File: src/verilog/ahb_mbox_pkg.sv
// Shared constants and types for the AHB-Lite mailbox slave
// Every mailbox module imports this inside its body and uses scoped
// names in its port list where a width or type is needed there

package ahb_mbox_pkg;

    // Fixed at 32 because the control word layout depends on it
    localparam int mbox_data_width = 32;

    // AHB transfer types
    localparam logic [1:0] htrans_idle   = 2'b00;
    localparam logic [1:0] htrans_busy   = 2'b01;
    localparam logic [1:0] htrans_nonseq = 2'b10;
    localparam logic [1:0] htrans_seq    = 2'b11;

    // AHB-Lite responses
    localparam logic [1:0] hresp_okay  = 2'b00;
    localparam logic [1:0] hresp_error = 2'b01;

    localparam logic [2:0] hsize_word = 3'b010;  // Only legal transfer size

    // Address bit that selects the message RAM (set) or the control registers (clear)
    localparam int mbox_region_bit = 15;

    // Word index width inside one half of the address space
    localparam int mbox_word_aw = mbox_region_bit - 2;

    typedef struct packed {
        logic        intr;  // Raises irq_o while set
        logic        full;  // Set while a message waits to be taken
        logic [6:0]  rsvd;
        logic [14:0] size;  // Message size in bytes
        logic [7:0]  id;
    } mbox_ctrl_s;

    // The bus sees a raw word, the interrupt logic sees the fields
    typedef union packed {
        logic [mbox_data_width-1:0] raw;
        mbox_ctrl_s                 f;
    } mbox_ctrl_u;

endpackage
File: src/verilog/ahb_mbox_resp.sv
// Data-phase response of the mailbox slave
// Selects RAM or register read data and answers illegal transfers with
// the two-cycle ERROR response; OKAY transfers never wait
`timescale 1ns/1ps

module ahb_mbox_resp (
    input  logic                                      hclk_i,
    input  logic                                      hresetn_i,
    input  logic                                      dp_valid_i,
    input  logic                                      dp_ram_i,
    input  logic                                      dp_err_i,
    input  logic [ahb_mbox_pkg::mbox_data_width-1:0]  ram_rdata_i,
    input  logic [ahb_mbox_pkg::mbox_data_width-1:0]  reg_rdata_i,
    output logic [ahb_mbox_pkg::mbox_data_width-1:0]  hrdata_o,
    output logic                                      hready_o,
    output logic [1:0]                                hresp_o
);

import ahb_mbox_pkg::*;

logic err_first;
logic err_second_q;  // Second ERROR cycle, hready back high

assign err_first = dp_valid_i && dp_err_i;

always_ff @(posedge hclk_i or negedge hresetn_i) begin
    if (!hresetn_i) begin
        err_second_q <= 1'b0;
    end else begin
        err_second_q <= err_first;
    end
end

assign hready_o = !err_first;
assign hresp_o  = (err_first || err_second_q) ? hresp_error : hresp_okay;

always_comb begin
    hrdata_o = '0;
    if (dp_valid_i && !dp_err_i) begin
        hrdata_o = dp_ram_i ? ram_rdata_i : reg_rdata_i;
    end
end

// The stall is one cycle only; the address phase must not capture a
// new error data phase while hready is low
assert property (@(posedge hclk_i) disable iff (!hresetn_i)
    !hready_o |=> hready_o)
    else $error("hready_o low for two cycles in a row");

endmodule

File: config.mk
export PLATFORM = sky130hd
export DESIGN_NAME = ahb_mbox_resp
export DESIGN_NICKNAME = d
export VERILOG_FILES = /design/src/verilog/ahb_mbox_pkg.sv /design/src/verilog/ahb_mbox_resp.sv
export SDC_FILE = /design/constraint.sdc
export NUM_CORES = 1
export LEC_CHECK = 0
export BUFFER_PORTS_ARGS = -buffer_cell sky130_fd_sc_hd__buf_2
export CORE_ASPECT_RATIO = 0.9
export CORE_MARGIN = 1.5
export CORE_UTILIZATION = 26
export CTS_BUF_LIST = sky130_fd_sc_hd__clkbuf_16
export CTS_CLUSTER_DIAMETER = 100
export DETAILED_ROUTE_END_ITERATION = 7
export HOLD_SLACK_MARGIN = 0.1
export PLACE_DENSITY = 0.79
export SLEW_MARGIN = 20
export SYNTH_ARGS = -nofsm -noshare
export SYNTH_HDL_FRONTEND = slang
export SYNTH_SLANG_ARGS = --single-unit
File: constraint.sdc
create_clock -name hclk_i -period 1.1 [get_ports hclk_i]
set_input_delay 0.22 -clock hclk_i [delete_from_list [all_inputs] [get_ports hclk_i]]
set_output_delay 0.22 -clock hclk_i [all_outputs]
set_load 0.02 [all_outputs]
# After elaboration in Yosys (flattened, before gate mapping)
# Index checks and enable logic that the tools add are counted.
[word_totals]
regBits = 1
elab_cells = 9
[classes]
n_reduce_logical = 5
muxes = 3
[op_table]
columns = ["op", "count"]
rows = [
  ["2-to-1 mux 32 bit", 2],
  ["logical AND 1 bit", 2],
  ["logical NOT 1 bit", 2],
  ["logical OR 1 bit", 1],
  ["2-to-1 mux 1 bit", 1],
]

# Logic depth before layout (Yosys ltp)
# Gate-level depths: netlist of run 1.
[depth]
word_depth = 3
mapped_depth = 4
mapped_depth_nobuf = 2

# Least setup slack after synthesis of run 1
# OpenSTA, ideal clock, no wires.
[synth_path]
path_kind = "input -> output"
startpoint = "input port dp_ram_i"
endpoint = "output port hrdata_o[10] in the netlist's numbering"
path_buffers = 2
setup_slack_ns = 0.003
stages = 4
t_arrival_ns = 0.877
required_ns = 0.880
cell_sequence = "buf_6 buf_12 mux2i_1 nor2_1"
[synth_between]
elab_chain_len = 2
[synth_rtl]
columns = ["item", "line", "rtl"]
rows = [
  ["start: declaration", "ahb_mbox_resp.sv:10", "input logic dp_ram_i,"],
  ["2-to-1 mux 32 bit", "ahb_mbox_resp.sv:40", "hrdata_o = dp_ram_i ? ram_rdata_i : reg_rdata_i;"],
  ["2-to-1 mux 32 bit", "ahb_mbox_resp.sv:39", "if (dp_valid_i && !dp_err_i) begin"],
  ["end: declaration", "ahb_mbox_resp.sv:14", "output logic [ahb_mbox_pkg::mbox_data_width-1:0] hrdata_o,"],
]
# No other way between the ends.

# Worst setup path after layout of run 1
[layout_path]
startpoint = "input port dp_err_i"
endpoint = "output port hrdata_o[25] in the netlist's numbering"
[layout_between]
elab_chain_len = 3
[layout_rtl]
columns = ["item", "line", "rtl"]
rows = [
  ["start: declaration", "ahb_mbox_resp.sv:11", "input logic dp_err_i,"],
  ["logical NOT 1 bit", "ahb_mbox_resp.sv:39", ""],
  ["logical AND 1 bit", "ahb_mbox_resp.sv:39", ""],
  ["2-to-1 mux 32 bit", "ahb_mbox_resp.sv:39", ""],
]
# No other way between the ends.

==> results of run 1 <==
==> synthesized netlist by cell type <==
| cell type | instances | area [um^2] |
|---|---|---|
| buf_12 | 3 | 60.1 |
| nand2b_1 | 2 | 12.5 |
| mux2i_1 | 32 | 320 |
| buf_4 | 1 | 7.51 |
| conb_1 | 1 | 3.75 |
| dfrtp_1 | 1 | 25.0 |
| nor2_1 | 32 | 120 |
| buf_6 | 1 | 11.3 |
| nand2_1 | 1 | 3.75 |
| inv_1 | 1 | 3.75 |
| buf_2 | 3 | 15.0 |
==> per-layer routing <==
metal,track usage (%),vias to the layer above,wire length (um)
met5,0,-,0
met2,36.8,45,1440
met4,1.03,0,0
met3,0.938,0,190
met1,16.4,426,901
li1,-,468,-
==> worst max-delay path by stage <==
stage,cells past startpoint,end,startpoint
final,5,hrdata_o[25],dp_err_i
after global routing,5,hrdata_o[17],dp_err_i
after floorplan,4,hrdata_o[10],dp_ram_i
after detailed placement,5,hrdata_o[12],dp_ram_i
after global placement,5,hrdata_o[17],dp_ram_i
after CTS,5,hrdata_o[12],dp_ram_i
==> final cells by class <==
type                            count  area (um^2)
Fill cell                         194          744
Inverter                            1         3.75
Multi-Input combinational cell     68          532
Sequential cell                     1         25.0
Tap cell                           27         33.8
Timing Repair Buffer              111          803
==> kinds of logic after synthesis <==
family        after synthesis  synth area share [%]
mux                        32                  54.9
simple gates               35                  23.4
flops                       1                  4.29
buf+inv                     9                  16.7
other cells                 1                 0.643
==> repair_timing <==
action                                 4_1_cts  5_1_grt
cloned                                       4        0
resized for setup                           49       22
setup buffers                                0        0
endpoints found under the hold margin        1        0
hold buffers                                 1        0
setup endpoints to repair                   32       32
pin swaps                                    1        1
==> per-stage QoR <==
stage               setup TNS [ns]  worst slack [ns]  utilization, %
floorplan                        0           0.00289               -
global placement             -1.59           -0.0714            50.2
CTS                              0           0.00141            61.0
finish                      -0.215           -0.0440            65.2
detailed placement           -2.02           -0.0881            50.2
global route                 -1.25           -0.0727            65.2
==> power breakdown <==
| group | total (uW) | internal [uW] | switching [uW] |
|---|---|---|---|
| Sequential | 39.6 | 39.3 | 0.304 |
| Combinational | 571 | 313 | 257 |
| Clock | 0 | 0 | 0 |
==> results.json, run 1 <==
{
  "via_per_inst": 4.51,
  "ant_nets": 0,
  "slowest_stage": "nand2b_4",
  "ys_types": 11,
  "power-per-cell-area_nw_per_um2": 437,
  "end_kind": "primary output",
  "yosys_warnings": 0,
  "dpl_cell_area_um2": 1080,
  "post_drt_wl_per_cell_um": 12.2,
  "cp_num_buf_inv": 3,
  "setup-violations-final": 21,
  "rows": 16,
  "stdcell_count": 208,
  "hp-class": "in2reg",
  "final_cell_mix": "buf_2, mux2i_1, nor2_1, buf_4, buf_6",
  "cp_data_required_time_ns": 0.88,
  "die_x_um": 52.9,
  "grt_pass1_wl_um": 2990,
  "syn_nets": 147,
  "via_count": 939,
  "p_total_uw": 610,
  "syn_inst": 78,
  "grt_usage_pct": 16.0,
  "wl_um": 2530,
  "die_h_um": 47.9,
  "layout.cells.most_common": "buf_2",
  "power_leakage_uw": 0.000812,
  "ys_seq_elements": 1,
  "fin_crit_sh_pct": 104,
  "ios": 104,
  "fmax_mhz": 874,
  "top_regs": "err_second_q (1)",
  "grt_max_degree": 15,
  "crit_family": "buffers and inverters",
  "place.gp.congestion": 0.682,
  "rsz0062_at_grt": "yes",
  "regMostFlops": "err_second_q",
  "firstDrtPassIters": 4,
  "path_max_fanout": 14,
  "setup_slack_ns": -0.0440,
  "drive_above_1_share_pct": 68.0,
  "area_growth_pct": 140,
  "slew_viol_final": 0,
  "min_to": "err_second_q$_DFF_PN0_",
  "ys_seq_area_share_pct": 4.29,
  "place_inst": 203,
  "max_stage_delay_ns": 0.17,
  "initial_utilization_pct": 27.2,
  "avgSynthCellArea_um2": 7.48,
  "violations": "negative setup slack",
  "drc": 0,
  "n_antenna_cell": 0,
  "dieArea_um2": 2540,
  "vdd_drop_max_uv": 342,
  "final-hold-violation-count": 0,
  "path_class": "in2out",
  "whs_ns": 0.461,
  "grt_pass1_vias": 729,
  "cp-start-kind": "primary input",
  "nets": 252,
  "grt_overflow": 0,
  "core-area_um2": 2140,
  "arrival_ns": 0.92,
  "status": "finished with violations",
  "synth_area_um2": 583,
  "finalCriticalPeriod_ns": 1.14,
  "hpwlAfterDp_um": 1610,
  "largest_reg_flops": 1,
  "crit_chain": "buf_6 > nand2b_4 > buf_8 > nor2_1 > buf_4",
  "cap_violations": 0,
  "hold_depth": 3,
  "drtIter0Drc": 8,
  "path_clk_slew_ns": 0,
  "hold_start": "dp_err_i",
  "final_cell_area_um2": 1400,
  "numPortBuffers": 102,
  "antenna_found_initial": 0
}
No activity file was read; power rests on OpenSTA's default activity.
==> run 2: changes to the inputs <==
==> constraint.sdc (replaced) <==
create_clock -name hclk_i -period 1.1 [get_ports hclk_i]
set_input_delay 0.165 -clock hclk_i [delete_from_list [all_inputs] [get_ports hclk_i]]
set_output_delay 0.165 -clock hclk_i [all_outputs]
set_load 0.02 [all_outputs]
==> run 2 against run 1 <==
Net effect:
- the flow now finishes without violations
- global-route usage decreased by 5.8 points
- total power decreased by 16%
- setup slack improved by 0.089 ns
==> results.json, run 2 (synthesis gave the netlist of run 1 again) <==
{
  "hpwlAfterDp_um": 1590,
  "fmax_mhz": 948,
  "num-fill-cells": 211,
  "rsz0062_at_grt": "yes",
  "slew_viol_final": 0,
  "power-per-cell-area_nw_per_um2": 425,
  "hp-class": "in2reg",
  "grt_max_degree": 25,
  "drc": 0,
  "met3_length_um": 163,
  "max_stage_delay_ns": 0.19,
  "cp-start-kind": "primary input",
  "critPathMostFrequentCell": "buf_2",
  "grt_pass1_vias": 569,
  "slowest_stage": "buf_4",
  "path_class": "in2out",
  "via_per_inst": 4.33,
  "n_antenna_cell": 0,
  "largest_reg_flops": 1,
  "rows": 16,
  "drive_above_1_share_pct": 62.2,
  "routed.top_layer": "met3",
  "p_total_uw": 512,
  "arrival_ns": 0.89,
  "grt_usage_pct": 10.2,
  "crit_chain": "buf_2 > nand2b_1 > buf_4 > nor2_1 > buf_2",
  "die_x_um": 52.9,
  "grt_pass1_wl_um": 2060,
  "final_cell_mix": "buf_2, mux2i_1, nor2_1, buf_4, buf_6",
  "post_cts_buffers": 0,
  "initial_utilization_pct": 27.2,
  "grt_overflow": 0,
  "wl_met2_um": 1150,
  "via_count": 896,
  "final-hold-violation-count": 0,
  "end_kind": "primary output",
  "wl_um": 2140,
  "drtIter0Drc": 8,
  "fin_crit_sh_pct": 95.9,
  "cp_data_required_time_ns": 0.94,
  "ant_nets": 0,
  "nets": 251,
  "vdd_drop_max_uv": 321,
  "ios": 104,
  "finalCriticalPeriod_ns": 1.05,
  "area_growth_pct": 107,
  "cap_violations": 0,
  "setup_slack_ns": 0.0450,
  "regMostFlops": "err_second_q",
  "numPortBuffers": 102,
  "pre_cts_ws_ns": 0.00385,
  "fin_setup_tns_ns": 0,
  "wl_met1_um": 828,
  "core-area_um2": 2140,
  "place.gp.congestion": 0.687,
  "final_cell_area_um2": 1210,
  "setup-violations-final": 0,
  "path_max_fanout": 14,
  "fin_util_pct": 56.3,
  "post_drt_wl_per_cell_um": 10.4,
  "dpl_cell_area_um2": 1080,
  "dieArea_um2": 2540,
  "power_leakage_uw": 0.000781,
  "die_h_um": 47.9,
  "status": "finished, final reports clean",
  "layout.cells.most_common": "buf_2",
  "firstDrtPassIters": 4,
  "top_regs": "err_second_q (1)",
  "antenna_found_initial": 0,
  "path_clk_slew_ns": 0
}
run 2: what timing repair did:
action / in CTS / in global routing
resized for setup: 0 / 22
endpoints found under the setup margin: 0 / 21
endpoints found under the hold margin: 1 / 0
hold buffers: 1 / 0
run 2: final cells by class:
cell class	count	area (um^2)	share of cell area, %
flip-flops and latches	1	25.0	2.07
well taps	27	33.8	2.80
inverters	1	3.75	0.311
multi-input cells	68	469	38.9
repair buffers	110	674	55.9
run 2: final timing paths:
kind / slack, ns / startpoint / end / cells past startpoint
min in group asynchronous: 0.48 / hresetn_i / err_second_q$_DFF_PN0_ / 2
setup / recovery: 0.05 / dp_err_i / hrdata_o[8] / 5
max in group asynchronous: 0.54 / hresetn_i / err_second_q$_DFF_PN0_ / 2
hold / removal: 0.42 / dp_err_i / err_second_q$_DFF_PN0_ / 3
run 2: worst max-delay path, delay by kind of cell:
family | cells | cell delay [ns]
buf+inv | 3 | 0.46
simple gates | 2 | 0.27
run 2: stage by stage:
step,hold WS (ns),std cells
after floorplan,-0.131,78
after global placement,-0.0604,203
after detailed placement,-0.0579,203
after CTS,0.419,204
after global routing,0.446,207
final,0.418,207
run 2: power breakdown:
| group | internal [uW] | total (uW) | switching, uW |
|---|---|---|---|
| registers | 39.3 | 39.6 | 0.296 |
| logic | 247 | 472 | 225 |
| clock network | 0 | 0 | 0 |
| total | 286 | 512 | 226 |
run 2: metal layers:
metal  vias up  global-route usage [%]
met5         -                       0
met4         0                       0
met3         0                   0.313
met2        45                    24.0
met1       385                    10.5
li1        466                       -
==> run 3: changes to the inputs <==
Settings changed: GPL_TIMING_DRIVEN from default to 0.
Clock period 1.1 ns to 1.2 ns, I/O delays scaled along.
==> run 3 against run 2 <==
Net effect:
- sequential share of layout area is 0.097 points higher
- first-iteration DRC count is 25% lower
- design area is 4.5% lower
- final cell count stayed put
- combinational power is 13% lower
- total power is 13% lower
- flip-flop and latch count stayed put
- routed wire length is 8.4% lower
- setup slack better by 0.014 ns
- worst hold slack better by 0.0090 ns
- core utilization is 2.5 points lower
- die area stayed put
- largest cell class unchanged
==> results.json, run 3 (synthesis gave the netlist of run 1 again) <==
{
  "power-per-cell-area_nw_per_um2": 388,
  "intPower_uw": 247,
  "rows": 16,
  "critPathMostFrequentCell": "buf_2",
  "die_h_um": 47.9,
  "post_cts_buffers": 0,
  "top_regs": "err_second_q (1)",
  "initial_utilization_pct": 27.2,
  "slowest_stage": "nand2b_2",
  "fin_util_pct": 53.8,
  "path_max_fanout": 10,
  "p_sw_share_pct": 44.8,
  "hpwlAfterDp_um": 1660,
  "finalCriticalPeriod_ns": 1.14,
  "drtIter0Drc": 6,
  "place_inst": 206,
  "cp_data_required_time_ns": 1.02,
  "met3_length_um": 188,
  "via_per_inst": 4.38,
  "grt_pass1_vias": 654,
  "numPortBuffers": 101,
  "nets": 251,
  "dpl_cell_area_um2": 1120,
  "n_antenna_cell": 0,
  "regMostFlops": "err_second_q",
  "drive_above_1_share_pct": 61.7,
  "power_switching_uw": 200,
  "crit_chain": "buf_2 > nand2b_2 > buf_4 > nor2_1 > buf_2",
  "p_total_uw": 447,
  "rsz0062_at_grt": "no",
  "area_growth_pct": 97.6,
  "max_stage_delay_ns": 0.21,
  "routed.top_layer": "met3",
  "setup-violations-final": 0,
  "final_cell_mix": "buf_2, mux2i_1, nor2_1, buf_4, buf_12",
  "drc": 0,
  "crit_path_end": "hrdata_o[15]",
  "grt_max_degree": 11,
  "fmax_mhz": 876,
  "ios": 104,
  "crit_family": "buffers and inverters",
  "path_class": "in2out",
  "path_clk_slew_ns": 0,
  "cp-start-kind": "primary input",
  "power_frac_seq_pct": 8.1,
  "wl_um": 1960,
  "ant_nets": 0,
  "place.gp.congestion": 0.654,
  "via_count": 906,
  "status": "finished, final reports clean",
  "dieArea_um2": 2540,
  "cp_num_buf_inv": 3,
  "grt_overflow": 0,
  "wl_met1_um": 752,
  "post_drt_wl_per_cell_um": 9.48,
  "combPwrFrac_pct": 91.9,
  "wl_met2_um": 1020,
  "final-hold-violation-count": 0,
  "power_leakage_uw": 0.000771,
  "p_clk_share_pct": 0,
  "largest_reg_flops": 1,
  "core-area_um2": 2140,
  "grt_pass1_wl_um": 2380,
  "hp-class": "in2reg",
  "grt_usage_pct": 11.7,
  "end_kind": "primary output",
  "cap_violations": 0,
  "final_cell_area_um2": 1150,
  "slew_viol_final": 0,
  "fin_crit_sh_pct": 95.1,
  "layout.cells.most_common": "buf_2",
  "antenna_found_initial": 0,
  "die_x_um": 52.9,
  "arrival_ns": 0.96,
  "startpoint": "dp_err_i",
  "vdd_drop_max_uv": 308,
  "cp_num_cells": 5,
  "stdcell_count": 207,
  "firstDrtPassIters": 4,
  "fin_setup_tns_ns": 0
}
==> run 3: per-layer routing <==
metal | track usage, % | vias to the layer above
met4 | 0 | 0
li1 | - | 461
met5 | 0 | -
met2 | 25.5 | 47
met1 | 13.6 | 398
met3 | 0.313 | 0
==> run 3: power groups by stage <==
stage	clock network (uW)	logic [uW]	registers, uW
floorplan	0	232	36.2
detailed placement	0	403	36.3
CTS	0	406	36.3
finish	0	411	36.3
global route	0	448	36.4
global placement	0	394	36.2
==> run 3: layout make-up <==
type / instances / area (um^2)
multi-input combinational: 68 / 465
buffer: 8 / 101
timing repair buffer: 102 / 523
sequential: 1 / 25.0
inverter: 1 / 3.75
tap: 27 / 33.8
fill: 229 / 990
==> run 3: worst min-delay path by stage <==
stage | startpoint | to | slack (ns) | depth (start not counted)
6_report | dp_err_i | err_second_q$_DFF_PN0_ | 0.43 | 3
2_1_floorplan | hresetn_i | err_second_q$_DFF_PN0_ | -0.12 | 0
5_1_grt | dp_err_i | err_second_q$_DFF_PN0_ | 0.47 | 3
3_3_place_gp | hresetn_i | err_second_q$_DFF_PN0_ | -0.04 | 1
4_1_cts | dp_err_i | err_second_q$_DFF_PN0_ | 0.42 | 3
3_5_place_dp | hresetn_i | err_second_q$_DFF_PN0_ | -0.04 | 1
==> run 3: timing repair <==
item | CTS | global route
gates resized for setup | 0 | 11
setup endpoints to repair | 0 | 29
endpoints found under the hold margin | 1 | 0
hold buffers | 1 | 0
==> run 3: through the flow <==
step           worst slack, ns  hold slack (ns)
2_1_floorplan            0.183           -0.116
6_report                0.0591            0.427
3_5_place_dp            0.0297          -0.0436
4_1_cts                 0.0245            0.425
5_1_grt                0.00402            0.465
3_3_place_gp            0.0398          -0.0447
