--- config.mk ---
export PLATFORM = sky130hd
export DESIGN_NAME = ahb_mbox_ctrl_regs
export DESIGN_NICKNAME = d
export VERILOG_FILES = /design/src/verilog/ahb_mbox_pkg.sv /design/src/verilog/ahb_mbox_ctrl_regs.sv
export SDC_FILE = /design/constraint.sdc
export NUM_CORES = 1
export LEC_CHECK = 0
export BUFFER_PORTS_ARGS = -buffer_cell sky130_fd_sc_hd__buf_2
export CAP_MARGIN = 10
export CORE_MARGIN = 1.5
export CORE_UTILIZATION = 30
export CTS_CLUSTER_SIZE = 25
export DETAILED_ROUTE_END_ITERATION = 12
export PLACE_DENSITY_LB_ADDON = 0.05
export SETUP_SLACK_MARGIN = 0.1
export SYNTH_ARGS = -nofsm -noshare
export SYNTH_HDL_FRONTEND = slang
export SYNTH_SLANG_ARGS = --single-unit
export TNS_END_PERCENT = 20
--- constraint.sdc ---
create_clock -name hclk_i -period 1.14 [get_ports hclk_i]
set_input_delay 0.171 -clock hclk_i [delete_from_list [all_inputs] [get_ports hclk_i]]
set_output_delay 0.171 -clock hclk_i [all_outputs]
set_load 0.02 [all_outputs]
--- src/verilog/ahb_mbox_pkg.sv ---
// Shared constants and types for the AHB-Lite mailbox slave
// Every mailbox module imports this inside its body and uses scoped
// names in its port list where a width or type is needed there

package ahb_mbox_pkg;

    // Fixed at 32 because the control word layout depends on it
    localparam int mbox_data_width = 32;

    // AHB transfer types
    localparam logic [1:0] htrans_idle   = 2'b00;
    localparam logic [1:0] htrans_busy   = 2'b01;
    localparam logic [1:0] htrans_nonseq = 2'b10;
    localparam logic [1:0] htrans_seq    = 2'b11;

    // AHB-Lite responses
    localparam logic [1:0] hresp_okay  = 2'b00;
    localparam logic [1:0] hresp_error = 2'b01;

    localparam logic [2:0] hsize_word = 3'b010;  // Only legal transfer size

    // Address bit that selects the message RAM (set) or the control registers (clear)
    localparam int mbox_region_bit = 15;

    // Word index width inside one half of the address space
    localparam int mbox_word_aw = mbox_region_bit - 2;

    typedef struct packed {
        logic        intr;  // Raises irq_o while set
        logic        full;  // Set while a message waits to be taken
        logic [6:0]  rsvd;
        logic [14:0] size;  // Message size in bytes
        logic [7:0]  id;
    } mbox_ctrl_s;

    // The bus sees a raw word, the interrupt logic sees the fields
    typedef union packed {
        logic [mbox_data_width-1:0] raw;
        mbox_ctrl_s                 f;
    } mbox_ctrl_u;

endpackage
--- src/verilog/ahb_mbox_ctrl_regs.sv ---
// The two mailbox control registers and the interrupt output
// Registers are written as raw bus words at offsets 0x00 and 0x04 and
// read back in the address phase; other offsets read zero
`timescale 1ns/1ps

module ahb_mbox_ctrl_regs (
    input  logic                                      hclk_i,
    input  logic                                      hresetn_i,
    input  logic                                      dp_valid_i,
    input  logic                                      dp_write_i,
    input  logic                                      dp_ram_i,
    input  logic                                      dp_err_i,
    input  logic [ahb_mbox_pkg::mbox_region_bit-1:0]  dp_reg_off_i,
    input  logic [ahb_mbox_pkg::mbox_data_width-1:0]  hwdata_i,
    input  logic                                      ap_reg_rd_i,
    input  logic [ahb_mbox_pkg::mbox_region_bit-1:0]  ap_reg_off_i,
    output logic [ahb_mbox_pkg::mbox_data_width-1:0]  reg_rdata_o,
    output logic                                      irq_o
);

import ahb_mbox_pkg::*;

localparam logic [mbox_region_bit-1:0] OFF_CTRL0 = 'h00;
localparam logic [mbox_region_bit-1:0] OFF_CTRL1 = 'h04;

mbox_ctrl_u ctrl0_q;
mbox_ctrl_u ctrl1_q;

logic wr_en;
logic fwd;

assign wr_en = dp_valid_i && dp_write_i && !dp_ram_i && !dp_err_i;
assign fwd   = wr_en && (dp_reg_off_i == ap_reg_off_i);

always_ff @(posedge hclk_i or negedge hresetn_i) begin
    if (!hresetn_i) begin
        ctrl0_q <= '0;
        ctrl1_q <= '0;
    end else if (wr_en) begin
        case (dp_reg_off_i)
            OFF_CTRL0: begin
                ctrl0_q.raw <= hwdata_i;
            end
            OFF_CTRL1: begin
                ctrl1_q.raw <= hwdata_i;
            end
            default: begin
            end
        endcase
    end
end

always_ff @(posedge hclk_i) begin
    if (ap_reg_rd_i) begin
        case (ap_reg_off_i)
            OFF_CTRL0: begin
                reg_rdata_o <= fwd ? hwdata_i : ctrl0_q.raw;
            end
            OFF_CTRL1: begin
                reg_rdata_o <= fwd ? hwdata_i : ctrl1_q.raw;
            end
            default: begin
                reg_rdata_o <= '0;  // Unmapped offset
            end
        endcase
    end
end

// Either side raising its interrupt flag signals the other one
always_ff @(posedge hclk_i or negedge hresetn_i) begin
    if (!hresetn_i) begin
        irq_o <= 1'b0;
    end else begin
        irq_o <= ctrl0_q.f.intr || ctrl1_q.f.intr;
    end
end

endmodule

Word level (Yosys, flattened, before mapping)

Index checks and enable logic that the tools add are counted.

Bitwise operators: 0
Add/subtract/negate cells: 0
Reduce and logical (&&, ||, !) cells: 11
Equal/unequal tests: 3
Order comparisons: 0
Shifts and indexed selects: 0
Div/mod/pow operators: 0
$mul: 0
Muxes and demuxes: 3

Operators by type and width:

| cell                                                                    | number |
|---|---|
| 32-bit 2-to-1 mux                                                       | 2 |
| 32-bit one-hot mux with 2 select lines                                  | 1 |
| 15-bit by 3-bit equality test with 1-bit output (second input constant) | 2 |
| 15-bit logical NOT                                                      | 2 |
| 15-bit equality test                                                    | 1 |
| 1-bit logical AND                                                       | 4 |
| 2-bit AND reduction                                                     | 2 |
| 1-bit logical NOT                                                       | 2 |
| 1-bit logical OR                                                        | 1 |

ROM bits: 0
Bits in writable memories: 0
Bits in registers: 97
Output and inout port bits: 33
Bits in latches: 0
Memories kept: 0

Logic depth before layout (Yosys ltp)

Gate-level depths: netlist (run 1).

Depth after elaboration: 6
Gate-level depth with buffers: 7

Worst setup path before layout (run 1)

No wires, ideal clock.

Path type: input to register
Start point: input dp_reg_off_i[1] (netlist name)
End point: register ctrl1_q[10] (netlist name)
Data required time: 1.012 ns
Path slack: -0.889 ns
Stages: 5
Arrival: 1.902 ns
Path through: or4_1 > or4_1 > nor3_2 > buf_4 > mux2_1

Word-level cells in the longest chain between the ends: 2

Ends and longest elaborated chain:

| what                                            | line                     | RTL |
|---|---|---|
| start, declared                                 | ahb_mbox_ctrl_regs.sv:13 | `input logic [ahb_mbox_pkg::mbox_region_bit-1:0] dp_reg_off_i,` |
| 15-bit by 3-bit equality test with 1-bit output | ahb_mbox_ctrl_regs.sv:40 | `case (dp_reg_off_i)` |
| 2-bit AND reduction (no source line)            | --                       |  |
| end, declared                                   | ahb_mbox_ctrl_regs.sv:27 | `mbox_ctrl_u ctrl1_q;` |

Every way passes these cells.
A chain may end at the register's enable or synchronous reset.

Final worst setup path (run 1)

Start point: input ap_reg_off_i[12] (netlist name)
End point: register reg_rdata_o[2] (netlist name), data pin

Word-level cells in the longest chain between the ends: 4

Ends and longest elaborated chain:

| what                                       | line                                               | RTL |
|---|---|---|
| start, declared                            | ahb_mbox_ctrl_regs.sv:16                           | `input logic [ahb_mbox_pkg::mbox_region_bit-1:0] ap_reg_off_i,` |
| 15-bit equality test                       | ahb_mbox_ctrl_regs.sv:33                           | `assign fwd = wr_en && (dp_reg_off_i == ap_reg_off_i);` |
| 1-bit logical AND                          | ahb_mbox_ctrl_regs.sv:33                           |  |
| 32-bit 2-to-1 mux (on tied branches)       | ahb_mbox_ctrl_regs.sv:60, ahb_mbox_ctrl_regs.sv:57 |  |
| 32-bit one-hot mux with 2 select lines (*) | ahb_mbox_ctrl_regs.sv:55                           | `case (ap_reg_off_i)` |
| end signal, assigned                       | ahb_mbox_ctrl_regs.sv:57                           | `reg_rdata_o <= fwd ? hwdata_i : ctrl0_q.raw;` |
| end signal, assigned                       | ahb_mbox_ctrl_regs.sv:60                           | `reg_rdata_o <= fwd ? hwdata_i : ctrl1_q.raw;` |
| end, declared                              | ahb_mbox_ctrl_regs.sv:17                           | `output logic [ahb_mbox_pkg::mbox_data_width-1:0] reg_rdata_o,` |

Mark *: on every way between the ends. The rest lies on a longest branch, timed or not.

==> impl_metrics.json, run 1 <==
{
  "holdCritPathClass": "in -> reg",
  "postRouteAntennaNets": 0,
  "skew_ns": 0.007750,
  "nets": 524,
  "cts_buffers": 9,
  "cp_slowest_stage_delay_ns": 0.53,
  "final_cell_area_mm2": 0.006603,
  "drt_iter0_drc": 149,
  "drc_errors": 0,
  "seq_area_mm2": 0.002587,
  "drive_above_1_share_pct": 51.96,
  "ys_seq_area_share_pct": 54.88,
  "leakagePower_nw": 2.837,
  "worstSetupStartpoint": "ap_reg_off_i[12]",
  "routedWlPerCell_um": 20.53,
  "antenna_found_initial": 0,
  "hpwl_mm": 8.611,
  "finalWorstSetupSlack_ns": -0.7290,
  "portBuffers": 101,
  "p_comb_share_pct": 9.3,
  "seq_power_share_pct": 49.4,
  "placed_area_mm2": 0.005749,
  "crit_chain": "buf_8 -> xor2_2 -> or4_4 -> or4_4 -> buf_12 -> clkbuf_16 -> a221oi_2",
  "setup_violations": 96,
  "grt_max_degree": 66,
  "switching_power_mw": 1.711,
  "crit_path_start_kind": "input port",
  "clk_path_buf_depth": 2,
  "status": "complete, but fails checks",
  "worstSetupEndpointType": "flip-flop",
  "multi_input_area_mm2": 0.002187,
  "fin_cells": 671,
  "failed_checks": "setup timing",
  "p_int_mw": 5.700,
  "synthDistinctLibCells": 25,
  "hold_start": "hwdata_i[3]",
  "fillers": 1408,
  "row_count": 45,
  "wl_met1_mm": 6.448,
  "synth_area_mm2": 0.004715,
  "required_ns": 1.32,
  "die_x_um": 128.4,
  "crit_type": "in -> reg",
  "die-area_mm2": 0.01648,
  "met2_length_mm": 6.585,
  "core-area_mm2": 0.01526,
  "fmax_ghz": 0.5350,
  "cts.clk_slew.worst_paths_ns": 0.07,
  "die_h_um": 128.4,
  "power.density_mw_per_mm2": 1122,
  "cts.sinks": 97,
  "ys_ff_latch": 97,
  "crit_family": "simple AND/OR/NAND/NOR gates",
  "placed_cells": 648,
  "vias": 3267,
  "dr.pass1.iters": 4,
  "syn-num-nets": 388,
  "synth_warnings": 0,
  "crit_top_cell": "or4_4",
  "rsz0062_at_grt": "true",
  "htreeDepth": 3,
  "cts_tree": "yes",
  "final_max_slew_viol_count": 0,
  "insertion_delay_ns": 0.35,
  "reg2reg_from": "ctrl1_q[7]$_DFFE_PN0P_",
  "switching_share_pct": 23.08,
  "overflow": 0,
  "place_congestion": 0.7734,
  "hold_viol": 0,
  "vdd_ir_drop_max_mv": 0.6703,
  "slew_headroom_pct": 56.68,
  "clock_power_share_pct": 41.4,
  "worst_slew_pin_slew_ns": 0.6497,
  "cpMaxStageDelayCell": "or4_4",
  "initial_core_util_pct": 30.90,
  "clockRootBuffer": "clkbuf_16",
  "top_layer": "met4",
  "final.period_utilization_pct": 163.9,
  "area_growth_pct": 40.05,
  "route.met3.wl_um": 602,
  "first_global_vias": 3543,
  "boundaryPins": 102,
  "synthCells": 319,
  "worst-path-buf-inv": 3,
  "worstPathMaxFanout": 6,
  "grt_pass1_wl_mm": 21.22,
  "maxCapViolations": 0,
  "critical_path_arrival_ns": 2.05,
  "vias_per_cell": 4.869,
  "avgSynthCellArea_um2": 14.78,
  "routed_wl_mm": 13.77,
  "insertedDiodeCount": 0,
  "groute.usage.overall_pct": 17.52,
  "period_needed_ns": 1.869
}
placed cells by master (no fill, tap or decap), types with 3 or more instances in the layout:
cell	n
dfrtp_1	65
buf_2	64
buf_6	39
buf_4	35
mux2i_1	32
nor3_1	32
edfxtp_1	32
mux2_1	30
mux2_4	30
a221oi_2	26
xnor2_1	12
clkbuf_16	10
buf_12	7
a221oi_4	6
nor4_1	5
nand4_1	4
or4_4	4
mux2_2	4
clkbuf_1	3
buf_8	3
Yosys cell counts, drive strengths merged:
library cell / count / area [um^2]
mux2i: 32 / 320.3
nand2: 1 / 3.750
or2: 1 / 6.260
or4: 4 / 37.53
mux2: 64 / 720.7
nand4: 4 / 25.02
clkbuf: 13 / 48.80
buf: 13 / 131.4
nand4bb: 1 / 11.26
nor2: 2 / 7.510
nor3: 34 / 180.2
xor2: 3 / 26.28
inv: 1 / 3.750
a221oi: 32 / 468.0
dfrtp: 65 / 1627
nor4: 5 / 31.28
edfxtp: 32 / 960.9
xnor2: 12 / 105.1
repair_timing:
| action | 4_1_cts | 5_1_grt |
|---|---|---|
| hold buffers | 1 | 0 |
| gates resized for setup | 86 | 26 |
| setup endpoints to repair | 128 | 129 |
| setup buffers | 2 | 1 |
| hold endpoints to repair | 65 | 0 |
| pin swaps | 2 | 1 |
| gates cloned | 3 | 1 |
state kept, by name, indices dropped and copies added (netlist names):
register     cells
reg_rdata_o     32
ctrl0_q         32
irq_o            1
ctrl1_q         32
metrics by stage:
stage | TNS [ns] | util, % | setup slack [ns] | total power [mW] | hold slack, ns
4_1_cts | -63.00 | 42.32 | -0.7019 | 7.540 | 0.05428
3_3_place_gp | -100.77 | 37.68 | -1.109 | 4.352 | 0.2179
2_1_floorplan | -80.95 | - | -0.8721 | 3.912 | -0.1246
6_report | -63.42 | 43.27 | -0.7290 | 7.411 | 0.07305
5_1_grt | -66.55 | 43.27 | -0.7558 | 7.713 | 0.06669
3_5_place_dp | -103.04 | 37.68 | -1.144 | 4.353 | 0.2176
path summary, 6_finish.rpt:
path / endpoint / slack [ns] / depth (start not counted)
worst max-delay path: reg_rdata_o[2]$_DFFE_PP_ / -0.73 / 7
worst min-delay path: ctrl0_q[3]$_DFFE_PN0P_ / 0.07 / 2
worst max register to register: reg_rdata_o[7]$_DFFE_PP_ / 0.09 / 2
worst min register to register: ctrl0_q[30]$_DFFE_PN0P_ / 0.48 / 1
max in group asynchronous: ctrl1_q[6]$_DFFE_PN0P_ / 0.45 / 3
min in group asynchronous: ctrl1_q[19]$_DFFE_PN0P_ / 0.37 / 3
power by group through the flow:
stage / Sequential, mW / Clock (mW) / Combinational, mW
after floorplan: 3.77 / 0 / 0.141
after global placement: 3.72 / 0 / 0.633
after detailed placement: 3.72 / 0 / 0.635
after CTS: 3.66 / 3.18 / 0.699
after global routing: 3.66 / 3.31 / 0.743
final: 3.66 / 3.06 / 0.688
layer usage:
metal	up-vias	global-route usage [%]
met5	-	0
met4	0	4.098
met3	7	4.865
met2	75	28.49
met1	1679	23.32
li1	1506	-
cells by family after synthesis:
logic type	Yosys count	share of synthesized area (%)
AOI/OAI and AO/OA	32	9.926
and+or+nand+nor	52	6.422
buffers and inverters	27	3.901
xor gates and xnor gates	15	2.787
DFF	97	54.88
muxes	96	22.08
layout make-up:
| type | instances | area share [%] |
|---|---|---|
| inverter | 1 | 0.05685 |
| multi-input combinational | 195 | 33.12 |
| clock buffer | 13 | 3.790 |
| clock inverter | 3 | 0.6064 |
| timing repair buffer | 151 | 19.23 |
| tap | 211 | 3.998 |
| sequential | 97 | 39.19 |
No activity file was read; power rests on OpenSTA's default activity.
==> inputs of run 2 (changes only) <==
--- a/config.mk
+++ b/config.mk
@@ -11,7 +11,6 @@
 export CORE_UTILIZATION = 30
 export CTS_CLUSTER_SIZE = 25
 export DETAILED_ROUTE_END_ITERATION = 12
-export PLACE_DENSITY_LB_ADDON = 0.05
 export SETUP_SLACK_MARGIN = 0.1
 export SYNTH_ARGS = -nofsm -noshare
 export SYNTH_HDL_FRONTEND = slang
==> impl_metrics.json, run 2 (synthesis gave the netlist of run 1 again) <==
{
  "status": "complete, but fails checks",
  "failed_checks": "setup timing",
  "total_power_mw": 7.594,
  "finalSetupTns_ns": -63.99,
  "routedWlPerCell_um": 19.62,
  "whs_ns": 0.06921,
  "reg2reg_from": "ctrl0_q[29]$_DFFE_PN0P_",
  "nets": 514,
  "boundaryPins": 102,
  "row_count": 45,
  "critical_path_arrival_ns": 2.02,
  "dp_slack_ns": -1.095,
  "place_congestion": 0.7667,
  "period_needed_ns": 1.854,
  "vdd_ir_drop_max_mv": 0.7422,
  "rsz0062_at_grt": "true",
  "worst-path-buf-inv": 2,
  "worstSetupEndpointType": "flip-flop",
  "clk_path_buf_depth": 2,
  "fillers": 1397,
  "crit_type": "in -> reg",
  "insertion_delay_ns": 0.34,
  "final.period_utilization_pct": 162.6,
  "cts.clk_slew.worst_paths_ns": 0.07,
  "initial_core_util_pct": 30.90,
  "leakagePower_nw": 2.814,
  "drt_iter0_drc": 255,
  "skew_ns": 0.008516,
  "holdPathEnd": "ctrl0_q[28]$_DFFE_PN0P_",
  "worstPathMaxFanout": 10,
  "worst_slew_pin_slew_ns": 0.6271,
  "postRouteAntennaNets": 0,
  "fin_cells": 662,
  "hold_start": "hwdata_i[28]",
  "cts.sinks": 97,
  "power.density_mw_per_mm2": 1146,
  "rr_worst_depth": 2,
  "routed_wl_mm": 12.99,
  "r2r_setup_slack_ns": 0.13,
  "clockRootBuffer": "clkbuf_16",
  "placed_cells": 637,
  "drc_errors": 0,
  "die_x_um": 128.4,
  "maxCapViolations": 0,
  "fmax_ghz": 0.5395,
  "final_cell_mix": "dfrtp_1, buf_2, mux2_4, buf_6",
  "portBuffers": 101,
  "area_growth_pct": 40.58,
  "first_global_vias": 3418,
  "rr_endpoint": "reg_rdata_o[29]$_DFFE_PP_",
  "cts_tree": "yes",
  "final_max_slew_viol_count": 0,
  "hpwl_mm": 7.996,
  "hold_viol": 0,
  "final_cell_area_mm2": 0.006628,
  "grt_max_degree": 66,
  "core-area_mm2": 0.01526,
  "path_depth": 6,
  "slew_headroom_pct": 58.19,
  "crit_path_start_kind": "input port",
  "crit_chain": "buf_6 -> xor2_1 -> or4_4 -> or4_4 -> buf_12 -> a221oi_2",
  "htreeDepth": 3,
  "die-area_mm2": 0.01648,
  "min_path_cells": 2,
  "placed_area_mm2": 0.005717,
  "overflow": 0,
  "vias_per_cell": 4.970,
  "antenna_found_initial": 1,
  "largestRegisters": "ctrl0_q: 32 flops, ctrl1_q: 32 flops, reg_rdata_o: 32 flops",
  "groute.usage.overall_pct": 15.82,
  "finalWorstSetupSlack_ns": -0.7137,
  "crit_top_cell": "or4_4",
  "final_common_cell": "dfrtp_1",
  "crit_family": "simple AND/OR/NAND/NOR gates",
  "setup_violations": 96,
  "holdCritPathClass": "in -> reg",
  "grt_pass1_wl_mm": 19.47,
  "cts_buffers": 9,
  "drive_above_1_share_pct": 52.22,
  "utilization_pct": 43.44,
  "dr.pass1.iters": 4,
  "cpMaxStageDelayCell": "or4_4",
  "cp_slowest_stage_delay_ns": 0.61,
  "vias": 3290,
  "die_h_um": 128.4,
  "required_ns": 1.31
}
-- run 2: worst max path at each step --
stage,endpoint,from,slack (ns)
final,reg_rdata_o[23]$_DFFE_PP_,dp_reg_off_i[12],-0.71
after global routing,ctrl1_q[25]$_DFFE_PN0P_,dp_reg_off_i[1],-0.74
after CTS,ctrl1_q[31]$_DFFE_PN0P_,dp_reg_off_i[1],-0.69
after detailed placement,ctrl1_q[31]$_DFFE_PN0P_,dp_reg_off_i[1],-1.10
after global placement,ctrl1_q[31]$_DFFE_PN0P_,dp_reg_off_i[1],-1.08
after floorplan,reg_rdata_o[0]$_DFFE_PP_,ap_reg_off_i[12],-0.87
-- run 2: what timing repair did --
item	4_1_cts	5_1_grt
endpoints found under the hold margin	65	0
hold buffers	1	0
endpoints found under the setup margin	126	129
resized for setup	73	43
cloned	2	3
pin swaps	4	2
buffers inserted	1	1
-- run 2: layout make-up --
| cell class | instances | area [um^2] | share of cell area (%) |
|---|---|---|---|
| inverters | 1 | 3.754 | 0.05664 |
| well taps | 211 | 264.0 | 3.983 |
| flip-flops and latches | 97 | 2587 | 39.04 |
| clock inverters | 3 | 65.06 | 0.9817 |
| multi-input cells | 195 | 2183 | 32.94 |
| clock buffers | 13 | 250.2 | 3.776 |
| repair buffers | 141 | 1271 | 19.18 |
| diodes | 1 | 2.502 | 0.03776 |
-- run 2: worst reg2reg max path: stages, from the launching register on --
cell,delay (ns)
dfrtp_1,0.39
mux2i_1,0.25
a221oi_4,0.11
-- run 2: power breakdown --
| group | leakage (nW) | internal [mW] | switching (mW) | total [mW] |
|---|---|---|---|---|
| logic | 1.42 | 0.293 | 0.368 | 0.662 |
| registers | 1.24 | 3.64 | 0.0238 | 3.66 |
| clock network | 0.154 | 1.98 | 1.29 | 3.27 |
| total | 2.81 | 5.91 | 1.68 | 7.59 |
-- run 2: per-layer routing --
metal | global-route usage, % | vias to the layer above | share of wire, %
met5 | 0 | - | 0
met4 | 5.023 | 0 | 1.5
met3 | 3.202 | 17 | 5.0
met2 | 24.76 | 107 | 46
met1 | 22.15 | 1669 | 47
li1 | - | 1497 | -
==> inputs of run 3 (changes only) <==
--- a/config.mk
+++ b/config.mk
@@ -5,6 +5,7 @@
 export SDC_FILE = /design/constraint.sdc
 export NUM_CORES = 1
 export LEC_CHECK = 0
+export ABC_AREA = 1
 export BUFFER_PORTS_ARGS = -buffer_cell sky130_fd_sc_hd__buf_2
 export CAP_MARGIN = 10
 export CORE_MARGIN = 1.5
==> impl_metrics.json, run 3 <==
{
  "status": "complete, but fails checks",
  "failed_checks": "setup timing",
  "drive_above_1_share_pct": 40.18,
  "vias": 4564,
  "seq_power_share_pct": 47.1,
  "worstPathMaxFanout": 9,
  "p_comb_share_pct": 9.1,
  "whs_ns": 0.09261,
  "grt_pass1_wl_mm": 22.05,
  "finalWorstSetupSlack_ns": -0.1195,
  "final.period_utilization_pct": 110.5,
  "largestRegisters": "ctrl0_q: 32 flops, ctrl1_q: 32 flops, reg_rdata_o: 32 flops",
  "clk_path_buf_depth": 2,
  "switching_power_mw": 1.789,
  "ys_top_cells_by_area": "dfrtp_1, nand2_1, edfxtp_1, nand3_2, inv_1",
  "vdd_ir_drop_max_mv": 0.7298,
  "cts.clk_slew.worst_paths_ns": 0.07,
  "maxCapViolations": 0,
  "worst-path-buf-inv": 3,
  "hold_start": "hwdata_i[19]",
  "drt_iter0_drc": 233,
  "die-area_mm2": 0.01800,
  "area_growth_pct": 43.84,
  "power.density_mw_per_mm2": 1044,
  "synthCells": 655,
  "die_h_um": 134.2,
  "boundaryPins": 102,
  "place_congestion": 0.7414,
  "overflow": 0,
  "portBuffers": 101,
  "critical_path_arrival_ns": 1.37,
  "cts_buffers": 9,
  "synthAdderAreaFrac_pct": 0,
  "yosysTopAreaCell": "dfrtp_1",
  "crit_path_start_kind": "input port",
  "hold_viol": 0,
  "insertion_delay_ns": 0.35,
  "grt_max_degree": 65,
  "synth_top_family_by_area": "simple AND/OR/NAND/NOR gates",
  "final_max_slew_viol_count": 0,
  "required_ns": 1.25,
  "synth-main-ff-cell": "dfrtp_1",
  "crit_top_cell": "nand2_1",
  "cpMaxStageDelayCell": "clkbuf_16",
  "core-area_mm2": 0.01670,
  "fmax_ghz": 0.7940,
  "finalSetupTns_ns": -2.785,
  "insertedDiodeCount": 0,
  "leakagePower_nw": 3.803,
  "synth.area.mux_share_pct": 0,
  "avgSynthCellArea_um2": 7.882,
  "synth_area_mm2": 0.005162,
  "period_needed_ns": 1.259,
  "seq_area_mm2": 0.002587,
  "vias_per_cell": 4.501,
  "final_cell_area_mm2": 0.007426,
  "cts_tree": "yes",
  "cp_slowest_stage_delay_ns": 0.20,
  "final_common_cell": "nand2_1",
  "synth_warnings": 0,
  "initial_core_util_pct": 30.91,
  "crit_chain": "buf_6 -> buf_6 -> nand2_2 -> nand2_1 -> nor2_1 -> nand2_2 -> nor2_8 -> nand2_8 -> clkbuf_16 -> nand2_1 -> nand2_1 -> nand2_1 -> nand2_1",
  "cts.sinks": 97,
  "routed_wl_mm": 14.48,
  "dr.pass1.iters": 4,
  "htreeDepth": 3,
  "nets": 858,
  "multi_input_area_mm2": 0.002399,
  "reg2reg_from": "ctrl1_q[31]$_DFFE_PN0P_",
  "crit_family": "simple AND/OR/NAND/NOR gates",
  "r2r_setup_slack_ns": 0.26,
  "synth_top_cell_area_share_pct": 31.51,
  "async_flop_share_pct": 67.01,
  "p_int_mw": 5.966,
  "clockRootBuffer": "clkbuf_16",
  "rr_endpoint": "reg_rdata_o[31]$_DFFE_PP_",
  "synthDistinctLibCells": 24,
  "die_x_um": 134.2,
  "yosys.area_share.simple_pct": 34.88,
  "synthXorXnorAreaFrac_pct": 0,
  "synth.most_common_cell": "nand2_1",
  "placed_area_mm2": 0.006152,
  "routedWlPerCell_um": 14.28,
  "switching_share_pct": 23.07,
  "hpwl_mm": 8.436,
  "clock_power_share_pct": 43.7,
  "min_path_cells": 3,
  "groute.usage.overall_pct": 15.64,
  "synth-edff-count": 32,
  "skew_ns": 0.004769,
  "holdPathEnd": "ctrl1_q[19]$_DFFE_PN0P_",
  "holdCritPathClass": "in -> reg",
  "synth-compound-area-share_pct": 6.205,
  "row_count": 47,
  "slew_headroom_pct": 75.94,
  "drc_errors": 0,
  "final_cell_mix": "nand2_1, nand2_2, dfrtp_1, buf_6, o21ai_1",
  "first_global_vias": 4426,
  "synth_common_cells": "nand2_1, dfrtp_1, inv_1, o21ai_0",
  "rsz0062_at_grt": "true",
  "antenna_found_initial": 0,
  "crit_type": "in -> reg",
  "rr_worst_depth": 4,
  "ys_seq_area_share_pct": 50.12,
  "setup_violations": 33,
  "worstSetupEndpointType": "flip-flop",
  "syn-num-nets": 724,
  "ys_ff_latch": 97,
  "postRouteAntennaNets": 0,
  "worst_slew_pin_slew_ns": 0.3608,
  "fillers": 1642
}
==> run 3: cell types whose count changed after synthesis, sizes merged, moves of 33 or more <==
cell and delta:
o21ai +64, nand3 +35, mux2 -64, nand2 +336, inv +62, nor3 -33
==> run 3: metrics by stage <==
stage	total power, mW	setup WS (ns)	utilization [%]	instances
finish	7.755	-0.1195	44.46	1014
global placement	4.289	-0.5320	36.84	982
floorplan	3.906	-0.2008	-	655
detailed placement	4.287	-0.5476	36.84	982
global route	8.038	-0.1844	44.46	1014
CTS	7.753	-0.09776	41.71	1003
==> run 3: kinds of logic after synthesis <==
| group | after synthesis |
|---|---|
| simple gates | 400 |
| flops | 97 |
| buf+inv | 94 |
| compound gates | 64 |
==> run 3: area by class of cell <==
type | count | area share (%)
clock buffer | 11 | 3.269
clock inverter | 5 | 1.179
sequential | 97 | 34.84
tap | 220 | 3.707
timing repair buffer | 153 | 21.40
multi-input combinational | 464 | 32.30
inverter | 64 | 3.302
==> run 3: routing by layer <==
metal  track usage, %  part of all wire, %  vias to the layer above
li1                 -                    -                     2318
met2            26.89                   48                       85
met3            3.137                  3.4                       13
met1            20.05                   47                     2148
met4            4.122                  1.2                        0
met5                0                    0                        -
==> run 3: what timing repair did <==
action / in CTS / in global routing
hold endpoints to repair: 65 / 0
endpoints found under the setup margin: 128 / 129
gates resized for setup: 166 / 77
pin swaps: 52 / 43
hold buffers: 1 / 0
setup buffers: 2 / 3
gates cloned: 2 / 8
==> run 3: power by group through the flow <==
stage                     registers [mW]  logic (mW)  clock network, mW
after global routing                3.66       0.778               3.60
after detailed placement            3.72       0.569                  0
after floorplan                     3.77       0.136                  0
after global placement              3.72       0.569                  0
final                               3.66       0.709               3.39
after CTS                           3.66       0.652               3.44
==> run 3: worst max path at each step <==
stage                           startpoint  cells after the start                   endpoint
after CTS                  ap_reg_off_i[6]                     13  reg_rdata_o[27]$_DFFE_PP_
after global routing      ap_reg_off_i[10]                     13   reg_rdata_o[8]$_DFFE_PP_
after global placement     ap_reg_off_i[6]                     11   reg_rdata_o[8]$_DFFE_PP_
after detailed placement   ap_reg_off_i[6]                     11   reg_rdata_o[4]$_DFFE_PP_
final                      ap_reg_off_i[6]                     13   reg_rdata_o[7]$_DFFE_PP_
after floorplan           ap_reg_off_i[13]                     11  reg_rdata_o[31]$_DFFE_PP_
==> run 3: worst reg2reg max path: stages, from the launching register on <==
cell and delay (ns):
dfrtp_1 0.41, nand2_2 0.08, nand2_1 0.06, nand2_2 0.05, nand2_1 0.04
